--- src/include/decoder_settings.svh ---
`ifndef DECODER_SETTINGS_SVH
`define DECODER_SETTINGS_SVH

// Flow control

// Bundles allowed in flight downstream
// Consumer must buffer this many without stalling
`define DEC_CREDITS 2

// Core configuration

// Multiply/divide support by default
// Set to 0 to trap every RV32M encoding
`define DEC_RV32M 1

// Fetched instruction word width
`define DEC_ILEN 32

`endif

--- src/verilog/decoder_pkg.sv ---
package decoder_pkg;

  // Major opcodes of the kept groups
  typedef enum logic [6:0] {
    OPCODE_LOAD   = 7'b0000011,
    OPCODE_FENCE  = 7'b0001111,
    OPCODE_OPIMM  = 7'b0010011,
    OPCODE_AUIPC  = 7'b0010111,
    OPCODE_STORE  = 7'b0100011,
    OPCODE_OP     = 7'b0110011,
    OPCODE_LUI    = 7'b0110111,
    OPCODE_BRANCH = 7'b1100011,
    OPCODE_JALR   = 7'b1100111,
    OPCODE_JAL    = 7'b1101111,
    OPCODE_SYSTEM = 7'b1110011
  } opcode_e;

  // ALU operators, compares last
  typedef enum logic [4:0] {
    ALU_ADD, ALU_SUB, ALU_XOR, ALU_OR, ALU_AND,
    ALU_SLL, ALU_SRL, ALU_SRA,
    ALU_SLTS, ALU_SLTU,
    ALU_EQ, ALU_NE, ALU_LTS, ALU_GES, ALU_LTU, ALU_GEU
  } alu_op_e;

  typedef enum logic [1:0] {OP_A_REG, OP_A_CURRPC, OP_A_IMM} op_a_sel_e;
  typedef enum logic [1:0] {OP_B_REG, OP_B_IMM} op_b_sel_e;
  typedef enum logic [2:0] {IMMB_I, IMMB_S, IMMB_U, IMMB_PCINCR} imm_b_sel_e;

  typedef enum logic [1:0] {MD_OP_MULL, MD_OP_MULH, MD_OP_DIV, MD_OP_REM} md_op_e;
  typedef enum logic [1:0] {CSR_OP_NONE, CSR_OP_WRITE, CSR_OP_SET, CSR_OP_CLEAR} csr_op_e;

  // Access size, word is zero
  typedef enum logic [1:0] {DT_WORD, DT_HALF, DT_BYTE} data_type_e;

  typedef struct packed {
    alu_op_e    alu_op;
    op_a_sel_e  op_a_sel;
    op_b_sel_e  op_b_sel;
    imm_b_sel_e imm_b_sel;
    logic       imm_a_zero;  // Zero immediate on operand A
    logic       reg_we;
    logic       jump;
    logic       branch;
  } alu_ctrl_t;

  typedef struct packed {
    logic       req;
    logic       we;
    data_type_e data_type;
    logic       sign_ext;    // Loads only
  } lsu_ctrl_t;

  typedef struct packed {
    logic       mult_en;
    logic       div_en;
    md_op_e     md_op;
    logic [1:0] signed_mode; // Bit 0 for A, bit 1 for B
  } md_ctrl_t;

  typedef struct packed {
    logic    csr_access;
    csr_op_e csr_op;
    logic    csr_status;     // mstatus touched
    logic    ecall;
    logic    ebreak;
    logic    mret;
    logic    flush;
    logic    reg_we;
  } sys_ctrl_t;

  typedef struct packed {
    alu_ctrl_t alu;
    lsu_ctrl_t lsu;
    md_ctrl_t  md;
    sys_ctrl_t sys;
    logic      illegal;
  } dec_bundle_t;

  // Per group verdict
  typedef struct packed {
    logic hit;               // Opcode owned by this group
    logic illegal;           // Bad encoding inside the group
  } grp_result_t;

endpackage

--- src/verilog/alu_decoder.sv ---
`include "decoder_settings.svh"

module alu_decoder (
  input  logic [`DEC_ILEN-1:0]    instr_i,
  output decoder_pkg::alu_ctrl_t   alu_o,
  output decoder_pkg::grp_result_t res_o
);
  import decoder_pkg::*;

  logic [6:0] opcode;
  logic [2:0] funct3;
  logic [6:0] funct7;

  assign opcode = instr_i[6:0];
  assign funct3 = instr_i[14:12];
  assign funct7 = instr_i[31:25];

  always_comb begin
    alu_o = '0;  // Add on register operands
    res_o = '0;
    case (opcode)
      ////////////////////
      // Upper immediates
      ////////////////////
      OPCODE_LUI: begin
        res_o.hit        = 1'b1;
        alu_o.op_a_sel   = OP_A_IMM;
        alu_o.op_b_sel   = OP_B_IMM;
        alu_o.imm_a_zero = 1'b1;      // 0 + imm
        alu_o.imm_b_sel  = IMMB_U;
        alu_o.reg_we     = 1'b1;
      end
      OPCODE_AUIPC: begin
        res_o.hit       = 1'b1;
        alu_o.op_a_sel  = OP_A_CURRPC;
        alu_o.op_b_sel  = OP_B_IMM;
        alu_o.imm_b_sel = IMMB_U;
        alu_o.reg_we    = 1'b1;
      end
      ////////////////////
      // Jumps, branches
      ////////////////////
      OPCODE_JAL, OPCODE_JALR: begin
        res_o.hit       = 1'b1;
        alu_o.op_a_sel  = OP_A_CURRPC;  // Link value PC+4
        alu_o.op_b_sel  = OP_B_IMM;
        alu_o.imm_b_sel = IMMB_PCINCR;
        alu_o.reg_we    = 1'b1;
        alu_o.jump      = 1'b1;
        // JALR has funct3 fixed at zero
        if (opcode == OPCODE_JALR && funct3 != 3'b000) res_o.illegal = 1'b1;
      end
      OPCODE_BRANCH: begin
        res_o.hit    = 1'b1;
        alu_o.branch = 1'b1;            // Compare only, target computed later
        case (funct3)
          3'b000:  alu_o.alu_op = ALU_EQ;
          3'b001:  alu_o.alu_op = ALU_NE;
          3'b100:  alu_o.alu_op = ALU_LTS;
          3'b101:  alu_o.alu_op = ALU_GES;
          3'b110:  alu_o.alu_op = ALU_LTU;
          3'b111:  alu_o.alu_op = ALU_GEU;
          default: res_o.illegal = 1'b1;  // 010, 011 reserved
        endcase
      end
      ////////////////////
      // Integer ALU
      ////////////////////
      OPCODE_OPIMM: begin
        res_o.hit       = 1'b1;
        alu_o.op_b_sel  = OP_B_IMM;
        alu_o.imm_b_sel = IMMB_I;
        alu_o.reg_we    = 1'b1;
        case (funct3)
          3'b000: alu_o.alu_op = ALU_ADD;
          3'b010: alu_o.alu_op = ALU_SLTS;
          3'b011: alu_o.alu_op = ALU_SLTU;
          3'b100: alu_o.alu_op = ALU_XOR;
          3'b110: alu_o.alu_op = ALU_OR;
          3'b111: alu_o.alu_op = ALU_AND;
          3'b001: begin
            alu_o.alu_op  = ALU_SLL;
            res_o.illegal = (funct7 != 7'h00);  // Shamt only
          end
          default: begin                        // 101
            alu_o.alu_op  = funct7[5] ? ALU_SRA : ALU_SRL;
            res_o.illegal = (funct7 != 7'h00) && (funct7 != 7'h20);
          end
        endcase
      end
      OPCODE_OP: begin
        // funct7 of 1 is RV32M, owned elsewhere
        res_o.hit    = (funct7 != 7'h01);
        alu_o.reg_we = 1'b1;
        case ({funct7, funct3})
          {7'h00, 3'b000}: alu_o.alu_op = ALU_ADD;
          {7'h20, 3'b000}: alu_o.alu_op = ALU_SUB;
          {7'h00, 3'b001}: alu_o.alu_op = ALU_SLL;
          {7'h00, 3'b010}: alu_o.alu_op = ALU_SLTS;
          {7'h00, 3'b011}: alu_o.alu_op = ALU_SLTU;
          {7'h00, 3'b100}: alu_o.alu_op = ALU_XOR;
          {7'h00, 3'b101}: alu_o.alu_op = ALU_SRL;
          {7'h20, 3'b101}: alu_o.alu_op = ALU_SRA;
          {7'h00, 3'b110}: alu_o.alu_op = ALU_OR;
          {7'h00, 3'b111}: alu_o.alu_op = ALU_AND;
          default:         res_o.illegal = 1'b1;  // Unknown pair
        endcase
      end
      default: ;  // Not an ALU group opcode
    endcase
  end

endmodule

--- src/verilog/lsu_decoder.sv ---
`include "decoder_settings.svh"

module lsu_decoder (
  input  logic [`DEC_ILEN-1:0]    instr_i,
  output decoder_pkg::lsu_ctrl_t   lsu_o,
  output decoder_pkg::grp_result_t res_o
);
  import decoder_pkg::*;

  logic [2:0] funct3;
  data_type_e size;

  assign funct3 = instr_i[14:12];

  // Size field shared by loads and stores
  always_comb begin
    case (funct3[1:0])
      2'b00:   size = DT_BYTE;
      2'b01:   size = DT_HALF;
      default: size = DT_WORD;  // 11 flagged below
    endcase
  end

  always_comb begin
    lsu_o = '0;
    res_o = '0;
    case (instr_i[6:0])
      OPCODE_LOAD: begin
        res_o.hit       = 1'b1;
        lsu_o.req       = 1'b1;
        lsu_o.data_type = size;
        lsu_o.sign_ext  = ~funct3[2];  // LBU, LHU zero extend
        // LD and the two unused slots
        res_o.illegal   = (funct3 == 3'b011) || (funct3 == 3'b110) ||
                          (funct3 == 3'b111);
      end
      OPCODE_STORE: begin
        res_o.hit       = 1'b1;
        lsu_o.req       = 1'b1;
        lsu_o.we        = 1'b1;
        lsu_o.data_type = size;
        // SD and register offset forms
        res_o.illegal   = funct3[2] || (funct3[1:0] == 2'b11);
      end
      default: ;
    endcase
  end

endmodule

--- src/verilog/muldiv_decoder.sv ---
`include "decoder_settings.svh"

module muldiv_decoder #(
  parameter int unsigned RV32M = `DEC_RV32M
) (
  input  logic [`DEC_ILEN-1:0]    instr_i,
  output decoder_pkg::md_ctrl_t    md_o,
  output decoder_pkg::grp_result_t res_o
);
  import decoder_pkg::*;

  logic md_insn;  // OP with funct7 of 1
  logic en;

  assign md_insn = (instr_i[6:0] == OPCODE_OP) && (instr_i[31:25] == 7'h01);
  assign en      = md_insn && (RV32M != 0);

  always_comb begin
    md_o          = '0;
    res_o.hit     = md_insn;
    res_o.illegal = md_insn && (RV32M == 0);  // Trap when unit absent
    if (md_insn) begin
      case (instr_i[14:12])
        3'b000: md_o.md_op = MD_OP_MULL;        // mul
        3'b001: begin                           // mulh
          md_o.md_op       = MD_OP_MULH;
          md_o.signed_mode = 2'b11;
        end
        3'b010: begin                           // mulhsu
          md_o.md_op       = MD_OP_MULH;
          md_o.signed_mode = 2'b01;
        end
        3'b011: md_o.md_op = MD_OP_MULH;        // mulhu
        3'b100: begin                           // div
          md_o.md_op       = MD_OP_DIV;
          md_o.signed_mode = 2'b11;
        end
        3'b101: md_o.md_op = MD_OP_DIV;         // divu
        3'b110: begin                           // rem
          md_o.md_op       = MD_OP_REM;
          md_o.signed_mode = 2'b11;
        end
        default: md_o.md_op = MD_OP_REM;        // remu
      endcase
    end
    // Multiplies have funct3 bit 2 clear
    md_o.mult_en = en && !instr_i[14];
    md_o.div_en  = en && instr_i[14];
  end

endmodule

--- src/verilog/system_decoder.sv ---
`include "decoder_settings.svh"

module system_decoder (
  input  logic [`DEC_ILEN-1:0]    instr_i,
  output decoder_pkg::sys_ctrl_t   sys_o,
  output decoder_pkg::grp_result_t res_o
);
  import decoder_pkg::*;

  logic [2:0]  funct3;
  logic [11:0] imm12;  // Also the CSR address

  assign funct3 = instr_i[14:12];
  assign imm12  = instr_i[31:20];

  always_comb begin
    sys_o = '0;
    res_o = '0;
    case (instr_i[6:0])
      ////////////////////
      // SYSTEM
      ////////////////////
      OPCODE_SYSTEM: begin
        res_o.hit = 1'b1;
        if (funct3 == 3'b000) begin
          // Privileged, no CSR access
          case (imm12)
            12'h000: sys_o.ecall  = 1'b1;
            12'h001: sys_o.ebreak = 1'b1;
            12'h302: sys_o.mret   = 1'b1;
            12'h105: sys_o.flush  = 1'b1;  // WFI drains the pipe
            default: res_o.illegal = 1'b1;
          endcase
        end else if (funct3 == 3'b100) begin
          res_o.illegal = 1'b1;            // No such CSR form
        end else begin
          sys_o.csr_access = 1'b1;
          sys_o.reg_we     = 1'b1;         // Old value to rd
          case (funct3[1:0])
            2'b01:   sys_o.csr_op = CSR_OP_WRITE;
            2'b10:   sys_o.csr_op = CSR_OP_SET;
            default: sys_o.csr_op = CSR_OP_CLEAR;
          endcase
          sys_o.csr_status = (imm12 == 12'h300);  // mstatus
        end
      end
      ////////////////////
      // FENCE
      ////////////////////
      OPCODE_FENCE: begin
        res_o.hit = 1'b1;
        case (funct3)
          3'b000:  ;                        // Ordering is trivial here
          3'b001:  sys_o.flush = 1'b1;      // FENCE.I refetches
          default: res_o.illegal = 1'b1;
        endcase
      end
      default: ;
    endcase
  end

endmodule

--- src/verilog/decode_ctrl.sv ---
`include "decoder_settings.svh"

module decode_ctrl (
  input  logic                     clk_i,
  input  logic                     rst_n_i,
  input  logic                     instr_valid_i,
  output logic                     instr_ready_o,
  input  logic                     credit_return_i,
  input  decoder_pkg::alu_ctrl_t   alu_i,
  input  decoder_pkg::lsu_ctrl_t   lsu_i,
  input  decoder_pkg::md_ctrl_t    md_i,
  input  decoder_pkg::sys_ctrl_t   sys_i,
  input  decoder_pkg::grp_result_t alu_res_i,
  input  decoder_pkg::grp_result_t lsu_res_i,
  input  decoder_pkg::grp_result_t md_res_i,
  input  decoder_pkg::grp_result_t sys_res_i,
  output decoder_pkg::dec_bundle_t bundle_o,
  output logic                     bundle_valid_o
);
  import decoder_pkg::*;

  localparam int CW = $clog2(`DEC_CREDITS + 1);
  localparam logic [CW-1:0] MAX_CREDITS = CW'(`DEC_CREDITS);

  logic [CW-1:0] credit_q;
  logic [CW-1:0] credit_d;
  logic          accept;
  logic [3:0]    hit;
  logic [3:0]    bad;
  logic          illegal;
  dec_bundle_t   bundle_d;

  ////////////////////
  // Credits
  ////////////////////
  assign instr_ready_o = (credit_q != '0);
  assign accept        = instr_valid_i && instr_ready_o;

  always_comb begin
    credit_d = credit_q;  // Take and return cancel out
    if (accept && !credit_return_i) begin
      credit_d = credit_q - 1'b1;
    end else if (!accept && credit_return_i && credit_q != MAX_CREDITS) begin
      credit_d = credit_q + 1'b1;
    end
  end

  ////////////////////
  // Illegal merge
  ////////////////////
  assign hit     = {alu_res_i.hit, lsu_res_i.hit, md_res_i.hit, sys_res_i.hit};
  assign bad     = {alu_res_i.illegal, lsu_res_i.illegal, md_res_i.illegal,
                    sys_res_i.illegal};
  assign illegal = (hit == '0) || ((hit & bad) != '0);  // Unknown opcode or bad field

  always_comb begin
    bundle_d = '{alu: alu_i, lsu: lsu_i, md: md_i, sys: sys_i, illegal: illegal};
    if (illegal) begin
      // Nothing may take effect downstream
      bundle_d.alu.reg_we  = 1'b0;
      bundle_d.alu.jump    = 1'b0;
      bundle_d.alu.branch  = 1'b0;
      bundle_d.lsu.req     = 1'b0;
      bundle_d.lsu.we      = 1'b0;
      bundle_d.md.mult_en  = 1'b0;
      bundle_d.md.div_en   = 1'b0;
      bundle_d.sys.csr_op  = CSR_OP_NONE;
      bundle_d.sys.reg_we  = 1'b0;
    end
  end

  ////////////////////
  // Output stage
  ////////////////////
  always_ff @(posedge clk_i) begin
    if (!rst_n_i) begin
      credit_q       <= MAX_CREDITS;  // Consumer starts empty
      bundle_valid_o <= 1'b0;
      bundle_o       <= '0;
    end else begin
      credit_q       <= credit_d;
      bundle_valid_o <= accept;       // Single cycle pulse per bundle
      if (accept) bundle_o <= bundle_d;
    end
  end

endmodule

--- src/verilog/decoder_top.sv ---
`include "decoder_settings.svh"

module decoder_top (
  input  logic                     clk_i,
  input  logic                     rst_n_i,
  input  logic [`DEC_ILEN-1:0]     instr_i,
  input  logic                     instr_valid_i,
  output logic                     instr_ready_o,
  input  logic                     credit_return_i,
  output decoder_pkg::dec_bundle_t bundle_o,
  output logic                     bundle_valid_o
);
  import decoder_pkg::*;

  // Group decoder outputs
  alu_ctrl_t   alu;
  lsu_ctrl_t   lsu;
  md_ctrl_t    md;
  sys_ctrl_t   sys;
  grp_result_t alu_res;
  grp_result_t lsu_res;
  grp_result_t md_res;
  grp_result_t sys_res;

  // All four look at the same word in parallel
  alu_decoder u_alu_dec (.instr_i(instr_i), .alu_o(alu), .res_o(alu_res));
  lsu_decoder u_lsu_dec (.instr_i(instr_i), .lsu_o(lsu), .res_o(lsu_res));
  muldiv_decoder #(.RV32M(`DEC_RV32M)) u_md_dec (
    .instr_i (instr_i),
    .md_o    (md),
    .res_o   (md_res)
  );
  system_decoder u_sys_dec (.instr_i(instr_i), .sys_o(sys), .res_o(sys_res));

  // Merge, credit gate and output register
  decode_ctrl u_ctrl (
    .clk_i           (clk_i),
    .rst_n_i         (rst_n_i),
    .instr_valid_i   (instr_valid_i),
    .instr_ready_o   (instr_ready_o),
    .credit_return_i (credit_return_i),
    .alu_i           (alu),
    .lsu_i           (lsu),
    .md_i            (md),
    .sys_i           (sys),
    .alu_res_i       (alu_res),
    .lsu_res_i       (lsu_res),
    .md_res_i        (md_res),
    .sys_res_i       (sys_res),
    .bundle_o        (bundle_o),
    .bundle_valid_o  (bundle_valid_o)
  );

endmodule

--- config.mk ---
export PLATFORM = sky130hd
export DESIGN_NAME = decoder_top
export DESIGN_NICKNAME = d
export VERILOG_FILES = /design/src/verilog/decoder_pkg.sv /design/src/verilog/alu_decoder.sv /design/src/verilog/lsu_decoder.sv /design/src/verilog/muldiv_decoder.sv /design/src/verilog/system_decoder.sv /design/src/verilog/decode_ctrl.sv /design/src/verilog/decoder_top.sv
export VERILOG_INCLUDE_DIRS = /design/src /design/src/include
export SDC_FILE = /design/constraint.sdc
export NUM_CORES = 1
export LEC_CHECK = 0
export BUFFER_PORTS_ARGS = -buffer_cell sky130_fd_sc_hd__clkbuf_2
export CAP_MARGIN = 40
export CORE_ASPECT_RATIO = 1.25
export CORE_MARGIN = 2
export CORE_UTILIZATION = 50
export CTS_CLUSTER_SIZE = 12
export DETAILED_ROUTE_END_ITERATION = 7
export PLACE_DENSITY = 0.8
export SETUP_SLACK_MARGIN = 0.05
export SYNTH_ARGS = -nofsm -noshare
export SYNTH_HDL_FRONTEND = slang
export SYNTH_SLANG_ARGS = --single-unit
export TNS_END_PERCENT = 5
--- constraint.sdc ---
create_clock -name clk_i -period 2.62 [get_ports clk_i]
set_clock_uncertainty 0.15 [all_clocks]
set_input_delay 0.393 -clock clk_i [delete_from_list [all_inputs] [get_ports clk_i]]
set_output_delay 0.393 -clock clk_i [all_outputs]
set_load 0.05 [all_outputs]
==> flow_metrics.env, run 1 <==
export IMPL_outcome="finished clean"
export IMPL_drtAntennaViolNets=0
export IMPL_die_area_um2=4930
export IMPL_wl_per_cell_um=14.7
export IMPL_synthArstFlopShare=0
export IMPL_grt_pass1_vias=2005
export IMPL_arrival_ns=2.11
export IMPL_gr_total_overflow=0
export IMPL_chipWidth_um=63.2
export IMPL_fin_crit_sh=0.789
export IMPL_io_buffers=61
export IMPL_reg2reg_slack_ns=0.55
export IMPL_period_needed_ns=2.07
export IMPL_synth_seq_area_share=0.338
export IMPL_synth_ff_type="dfxtp_1"
export IMPL_grt_pass1_wl_um=9560
export IMPL_cts_path_max_buffers=2
export IMPL_rows=26
export IMPL_hold_violations=0
export IMPL_cts_buffers=5
export IMPL_drt_iter0_drc=138
export IMPL_busiest_layer="met2"
export IMPL_drc=0
export IMPL_crit_path_end="u_ctrl.bundle_o[22]"
export IMPL_whs_ns=0.218
export IMPL_grt_use_total=0.242
export IMPL_diodes=0
export IMPL_die_y_um=78.0
export IMPL_setup_viol=0
export IMPL_yosysUniqueCellTypes=58
export IMPL_worst_pin_slew_ns=0.745
export IMPL_tns_ns=0
export IMPL_path_class="reg2reg"
export IMPL_nets=380
export IMPL_drive_gt1_frac=0.260
export IMPL_fin_util=0.648
export IMPL_routabilityCongestion=0.967
export IMPL_relSlewSlack=0.504
export IMPL_syn_inst=279
export IMPL_pin_count=75
export IMPL_drt_vias_per_instance=5.77
export IMPL_fillers=413
export IMPL_rsz0062_at_grt="no"
export IMPL_rr_endpoint="u_ctrl.bundle_o[22]"
export IMPL_h_tree_depth=2
export IMPL_post_cts_buffers=0
export IMPL_grtUsageMet3=0.0319
export IMPL_final_common_cell="clkbuf_2"
export IMPL_met2_usage=0.382
export IMPL_totalWireLength_um=5800
export IMPL_r2r_cells=6
export IMPL_powerDensity_nw_per_um2=522
export IMPL_cts_hold_buffers=0
export IMPL_cts_resized=0
export IMPL_required_ns=2.67
export IMPL_drt_pass1_iterations=4
export IMPL_synth_edff_count=0
export IMPL_r2r_start="u_ctrl.credit_q[0]"
export IMPL_drv_slew=0
export IMPL_yosysWarnings=0
export IMPL_grt_met1_usage=0.326
export IMPL_cp_end_kind="flop"
export IMPL_clock_root_buffer="clkbuf_8"
export IMPL_area_growth_pct=23.1
export IMPL_clkLatencyLatePin_ns=0.29
export IMPL_cts_sinks=37
export IMPL_worstSetupStartpoint="u_ctrl.credit_q[0]"
export IMPL_ys_seq_elements=37
export IMPL_grt_max_degree=31
export IMPL_drv_cap=0
export IMPL_hold_class="in2reg"
export IMPL_leakagePower_nw=1.10
export IMPL_layout_common_cells="clkbuf_2 (61), dfxtp_1 (37), nand2_1 (32)"
export IMPL_netlist_area_um2=2190
export IMPL_avgSynthCellArea_um2=7.85
export IMPL_vias=2278
export IMPL_start_util=0.526
export IMPL_grt_antenna_before_repair=0
export IMPL_core_um2=4160
export IMPL_crit_path_max_fanout=22
export IMPL_max_freq_mhz=484
export IMPL_cts_tree="built"
export IMPL_clkTransAtPathRegs_ns=0.08
export IMPL_cp_start_kind="flop"
export IMPL_ir_drop_mv=0.217
export IMPL_dp_hpwl_um=4370
[stage by stage]
step	std cells	cell area [µm²]	total power [mW]	setup WS, ns
floorplan	281	2200	0.760	0.524
global placement	387	2560	0.827	0.325
detailed placement	387	2560	0.831	0.312
CTS	395	2700	1.41	0.545
global route	395	2700	1.46	0.372
finish	395	2700	1.41	0.553
[critical path: stages (launching register included)]
cell	delay (ns)
dfxtp_1	0.37
o21ai_2	0.63
buf_4	0.37
nor2_1	0.15
nand2_1	0.13
nand2b_1	0.07
o211a_1	0.12
[layer usage]
layer | vias to the layer above | wire length (µm)
li1 | 1146 | -
met1 | 1037 | 2630
met2 | 84 | 2730
met3 | 11 | 303
met4 | 0 | 134
met5 | - | 0
[where the power goes]
group | internal, mW | switching (mW)
Sequential | 0.574 | 0.00950
Clock | 0.378 | 0.210
Combinational | 0.0721 | 0.166
Total | 1.02 | 0.385
[sequential cells by signal (all words and copies together) (netlist names)]
signal	count
u_ctrl.bundle_valid_o	1
u_ctrl.bundle_o	34
u_ctrl.credit_q	2
[worst min-delay path by stage]
stage / startpoint / end / slack, ns / depth (start not counted)
2_1_floorplan: u_ctrl.credit_q[0] / u_ctrl.credit_q[1] / 0.38 / 2
3_3_place_gp: u_ctrl.bundle_o[33] / u_ctrl.bundle_o[33] / 0.29 / 2
3_5_place_dp: u_ctrl.bundle_o[33] / u_ctrl.bundle_o[33] / 0.30 / 2
4_1_cts: instr_i[20] / u_ctrl.bundle_o[4] / 0.22 / 3
5_1_grt: instr_i[20] / u_ctrl.bundle_o[4] / 0.23 / 3
6_report: instr_i[20] / u_ctrl.bundle_o[4] / 0.22 / 3
[cells by family (layout without fill, tap and decap cells)]
family / count (synthesis) / count (layout) / synth area share
buf+inv: 27 / 85 / 0.0526
other cells: 1 / 3 / 0.00171
simple gates: 119 / 119 / 0.291
flops: 37 / 37 / 0.338
fa+ha+maj: 7 / 7 / 0.0389
compound gates: 85 / 85 / 0.264
xor+xnor: 1 / 1 / 0.00400
mux: 2 / 2 / 0.00971
[area by class of cell]
type / instances / area, µm² / share of cell area
sequential: 37 / 741 / 0.275
multi-input combinational: 217 / 1350 / 0.499
clock inverter: 3 / 65.1 / 0.0241
tap: 56 / 70.1 / 0.0260
timing repair buffer: 72 / 388 / 0.144
inverter: 5 / 18.8 / 0.00696
clock buffer: 5 / 68.8 / 0.0255
[cell usage after synthesis, types with 6 or more instances]
library cell	n	area share
a211oi_1	6	0.021
a22oi_1	8	0.027
dfxtp_1	37	0.34
nand2_1	32	0.055
nor2b_1	10	0.029
o21ai_0	15	0.034
nor3_1	9	0.021
ha_1	6	0.034
nor2_1	23	0.039
a21oi_1	27	0.062
clkbuf_1	16	0.027
No activity file was read; power rests on OpenSTA's default activity.
==> run 2: changes to the inputs <==
--- a/config.mk
+++ b/config.mk
@@ -10,10 +10,10 @@
 export CAP_MARGIN = 40
 export CORE_ASPECT_RATIO = 1.25
 export CORE_MARGIN = 2
-export CORE_UTILIZATION = 50
+export CORE_UTILIZATION = 45
 export CTS_CLUSTER_SIZE = 12
 export DETAILED_ROUTE_END_ITERATION = 7
-export PLACE_DENSITY = 0.8
+export PLACE_DENSITY = 0.76
 export SETUP_SLACK_MARGIN = 0.05
 export SYNTH_ARGS = -nofsm -noshare
 export SYNTH_HDL_FRONTEND = slang
==> constraint.sdc (replaced) <==
create_clock -name clk_i -period 1.9 [get_ports clk_i]
set_clock_uncertainty 0.15 [all_clocks]
set_input_delay 0.285 -clock clk_i [delete_from_list [all_inputs] [get_ports clk_i]]
set_output_delay 0.285 -clock clk_i [all_outputs]
set_load 0.05 [all_outputs]
==> run 2 against run 1 <==
Against the previous run: power rose by 24%; sequential share of layout area fell by 2.7 points; clock power fell by 6.0%; die area rose by 10%; cell area rose by 11%; via count rose by 8.1%; first-iteration DRC count rose by 16%; critical path depth did not move; largest cell class unchanged; largest power group is now registers.
==> flow_metrics.env, run 2 (synthesized netlist as in run 1, its figures left out) <==
export IMPL_outcome="finished clean"
export IMPL_grt_antenna_before_repair=0
export IMPL_grt_use_total=0.222
export IMPL_clock_root_buffer="clkbuf_8"
export IMPL_h_tree_depth=2
export IMPL_diodes=0
export IMPL_grt_pass1_vias=2066
export IMPL_fillers=441
export IMPL_clkTransAtPathRegs_ns=0.07
export IMPL_pre_cts_ws_ns=-0.306
export IMPL_rows=28
export IMPL_drv_slew=0
export IMPL_drv_cap=0
export IMPL_drc=0
export IMPL_post_cts_buffers=0
export IMPL_start_util=0.466
export IMPL_drt_pass1_iterations=5
export IMPL_cts_hold_buffers=0
export IMPL_drt_vias_per_instance=5.60
export IMPL_io_buffers=61
export IMPL_fin_util=0.637
export IMPL_crit_path_max_fanout=3
export IMPL_worst_pin_slew_ns=0.492
export IMPL_core_um2=4690
export IMPL_dp_hpwl_um=4760
export IMPL_largest_reg_flops=34
export IMPL_cts_sinks=37
export IMPL_setup_viol=0
export IMPL_rsz0062_at_grt="yes"
export IMPL_cts_resized=0
export IMPL_vias=2462
export IMPL_arrival_ns=1.95
export IMPL_stdcell_count=440
export IMPL_area_growth_pct=36.5
export IMPL_die_area_um2=5440
export IMPL_hold_violations=0
export IMPL_cts_path_max_buffers=2
export IMPL_drt_iter0_drc=160
export IMPL_max_freq_mhz=527
export IMPL_nets=422
export IMPL_cp_end_kind="flop"
export IMPL_pin_count=75
export IMPL_cts_tree="built"
export IMPL_fin_crit_sh=0.999
export IMPL_drive_gt1_frac=0.345
export IMPL_wl_per_cell_um=14.0
export IMPL_grt_max_degree=29
export IMPL_hold_class="in2reg"
export IMPL_numPlacedInstances=433
export IMPL_whs_ns=0.121
export IMPL_reg_top3="u_ctrl.bundle_o x34, u_ctrl.credit_q x2, u_ctrl.bundle_valid_o x1"
export IMPL_fin_ws_ns=0.00259
export IMPL_final_common_cell="clkbuf_2"
export IMPL_chipWidth_um=66.4
export IMPL_required_ns=1.96
export IMPL_leakagePower_nw=1.29
export IMPL_relSlewSlack=0.668
export IMPL_die_y_um=82.0
export IMPL_totalWireLength_um=6140
export IMPL_path_class="in2reg"
export IMPL_period_needed_ns=1.90
export IMPL_cts_buffers=5
export IMPL_grt_pass1_wl_um=9400
export IMPL_drtAntennaViolNets=0
export IMPL_layout_common_cells="clkbuf_2 (60), buf_4 (53), dfxtp_1 (37)"
export IMPL_cp_start_kind="input pin"
export IMPL_ir_drop_mv=0.329
export IMPL_powerDensity_nw_per_um2=584
export IMPL_gr_total_overflow=0
export IMPL_routabilityCongestion=0.926
export IMPL_clkLatencyLatePin_ns=0.28
export IMPL_top_register="u_ctrl.bundle_o"
## run 2: changes by cell type in the layout (fill, tap and decap cells not counted), moves of 2 or more
cell       before  now
buf_4          11   53
a211oi_1        6    4
a211oi_2        0    2
bufinv_16       2    0
## run 2: layer usage
metal  track usage  wire, µm  vias up  part of all wire
met4        0.0939       159        0             0.026
met1         0.288      2620     1142              0.43
met2         0.363      3040       88              0.50
li1              -         -     1219                 -
met3        0.0342       318       13             0.052
met5             0         0        -                 0
## run 2: power by group
part	leakage, nW	switching [mW]	internal [mW]	total [mW]
logic	0.942	0.241	0.148	0.389
registers	0.300	0.0135	0.791	0.805
clock network	0.0443	0.265	0.288	0.553
## run 2: final cells by class
class,count,area [µm²],area share
Clock buffer,7,86.3,0.0289
Sequential cell,37,741,0.248
Tap cell,60,75.1,0.0251
Timing Repair Buffer,114,709,0.237
Inverter,5,18.8,0.00628
Multi-Input combinational cell,217,1360,0.455
## run 2: worst paths after layout
check	start	endpoint	slack, ns	cells past startpoint
hold / removal	rst_n_i	u_ctrl.credit_q[1]	0.12	2
hold reg to reg	u_ctrl.bundle_o[10]	u_ctrl.bundle_o[10]	0.30	2
setup / recovery	instr_i[26]	u_ctrl.bundle_o[19]	0.003	6
setup reg to reg	u_ctrl.credit_q[0]	u_ctrl.bundle_o[19]	0.15	6
## run 2: worst max-delay path, cell delays in order
cell and delay, ns:
buf_6 0.09, or4_4 0.52, or4_4 0.45, a211oi_4 0.23
o211ai_2 0.13, a211oi_2 0.24
## run 2: per-stage QoR
| step | TNS [ns] | instance area (µm²) | power (mW) |
|---|---|---|---|
| after floorplan | -0.314 | 2200 | 1.05 |
| after global placement | -2.07 | 2880 | 1.20 |
| after detailed placement | -2.21 | 2880 | 1.20 |
| after CTS | -0.0267 | 2970 | 1.75 |
| after global routing | -0.0608 | 2990 | 1.81 |
| final | 0 | 2990 | 1.75 |
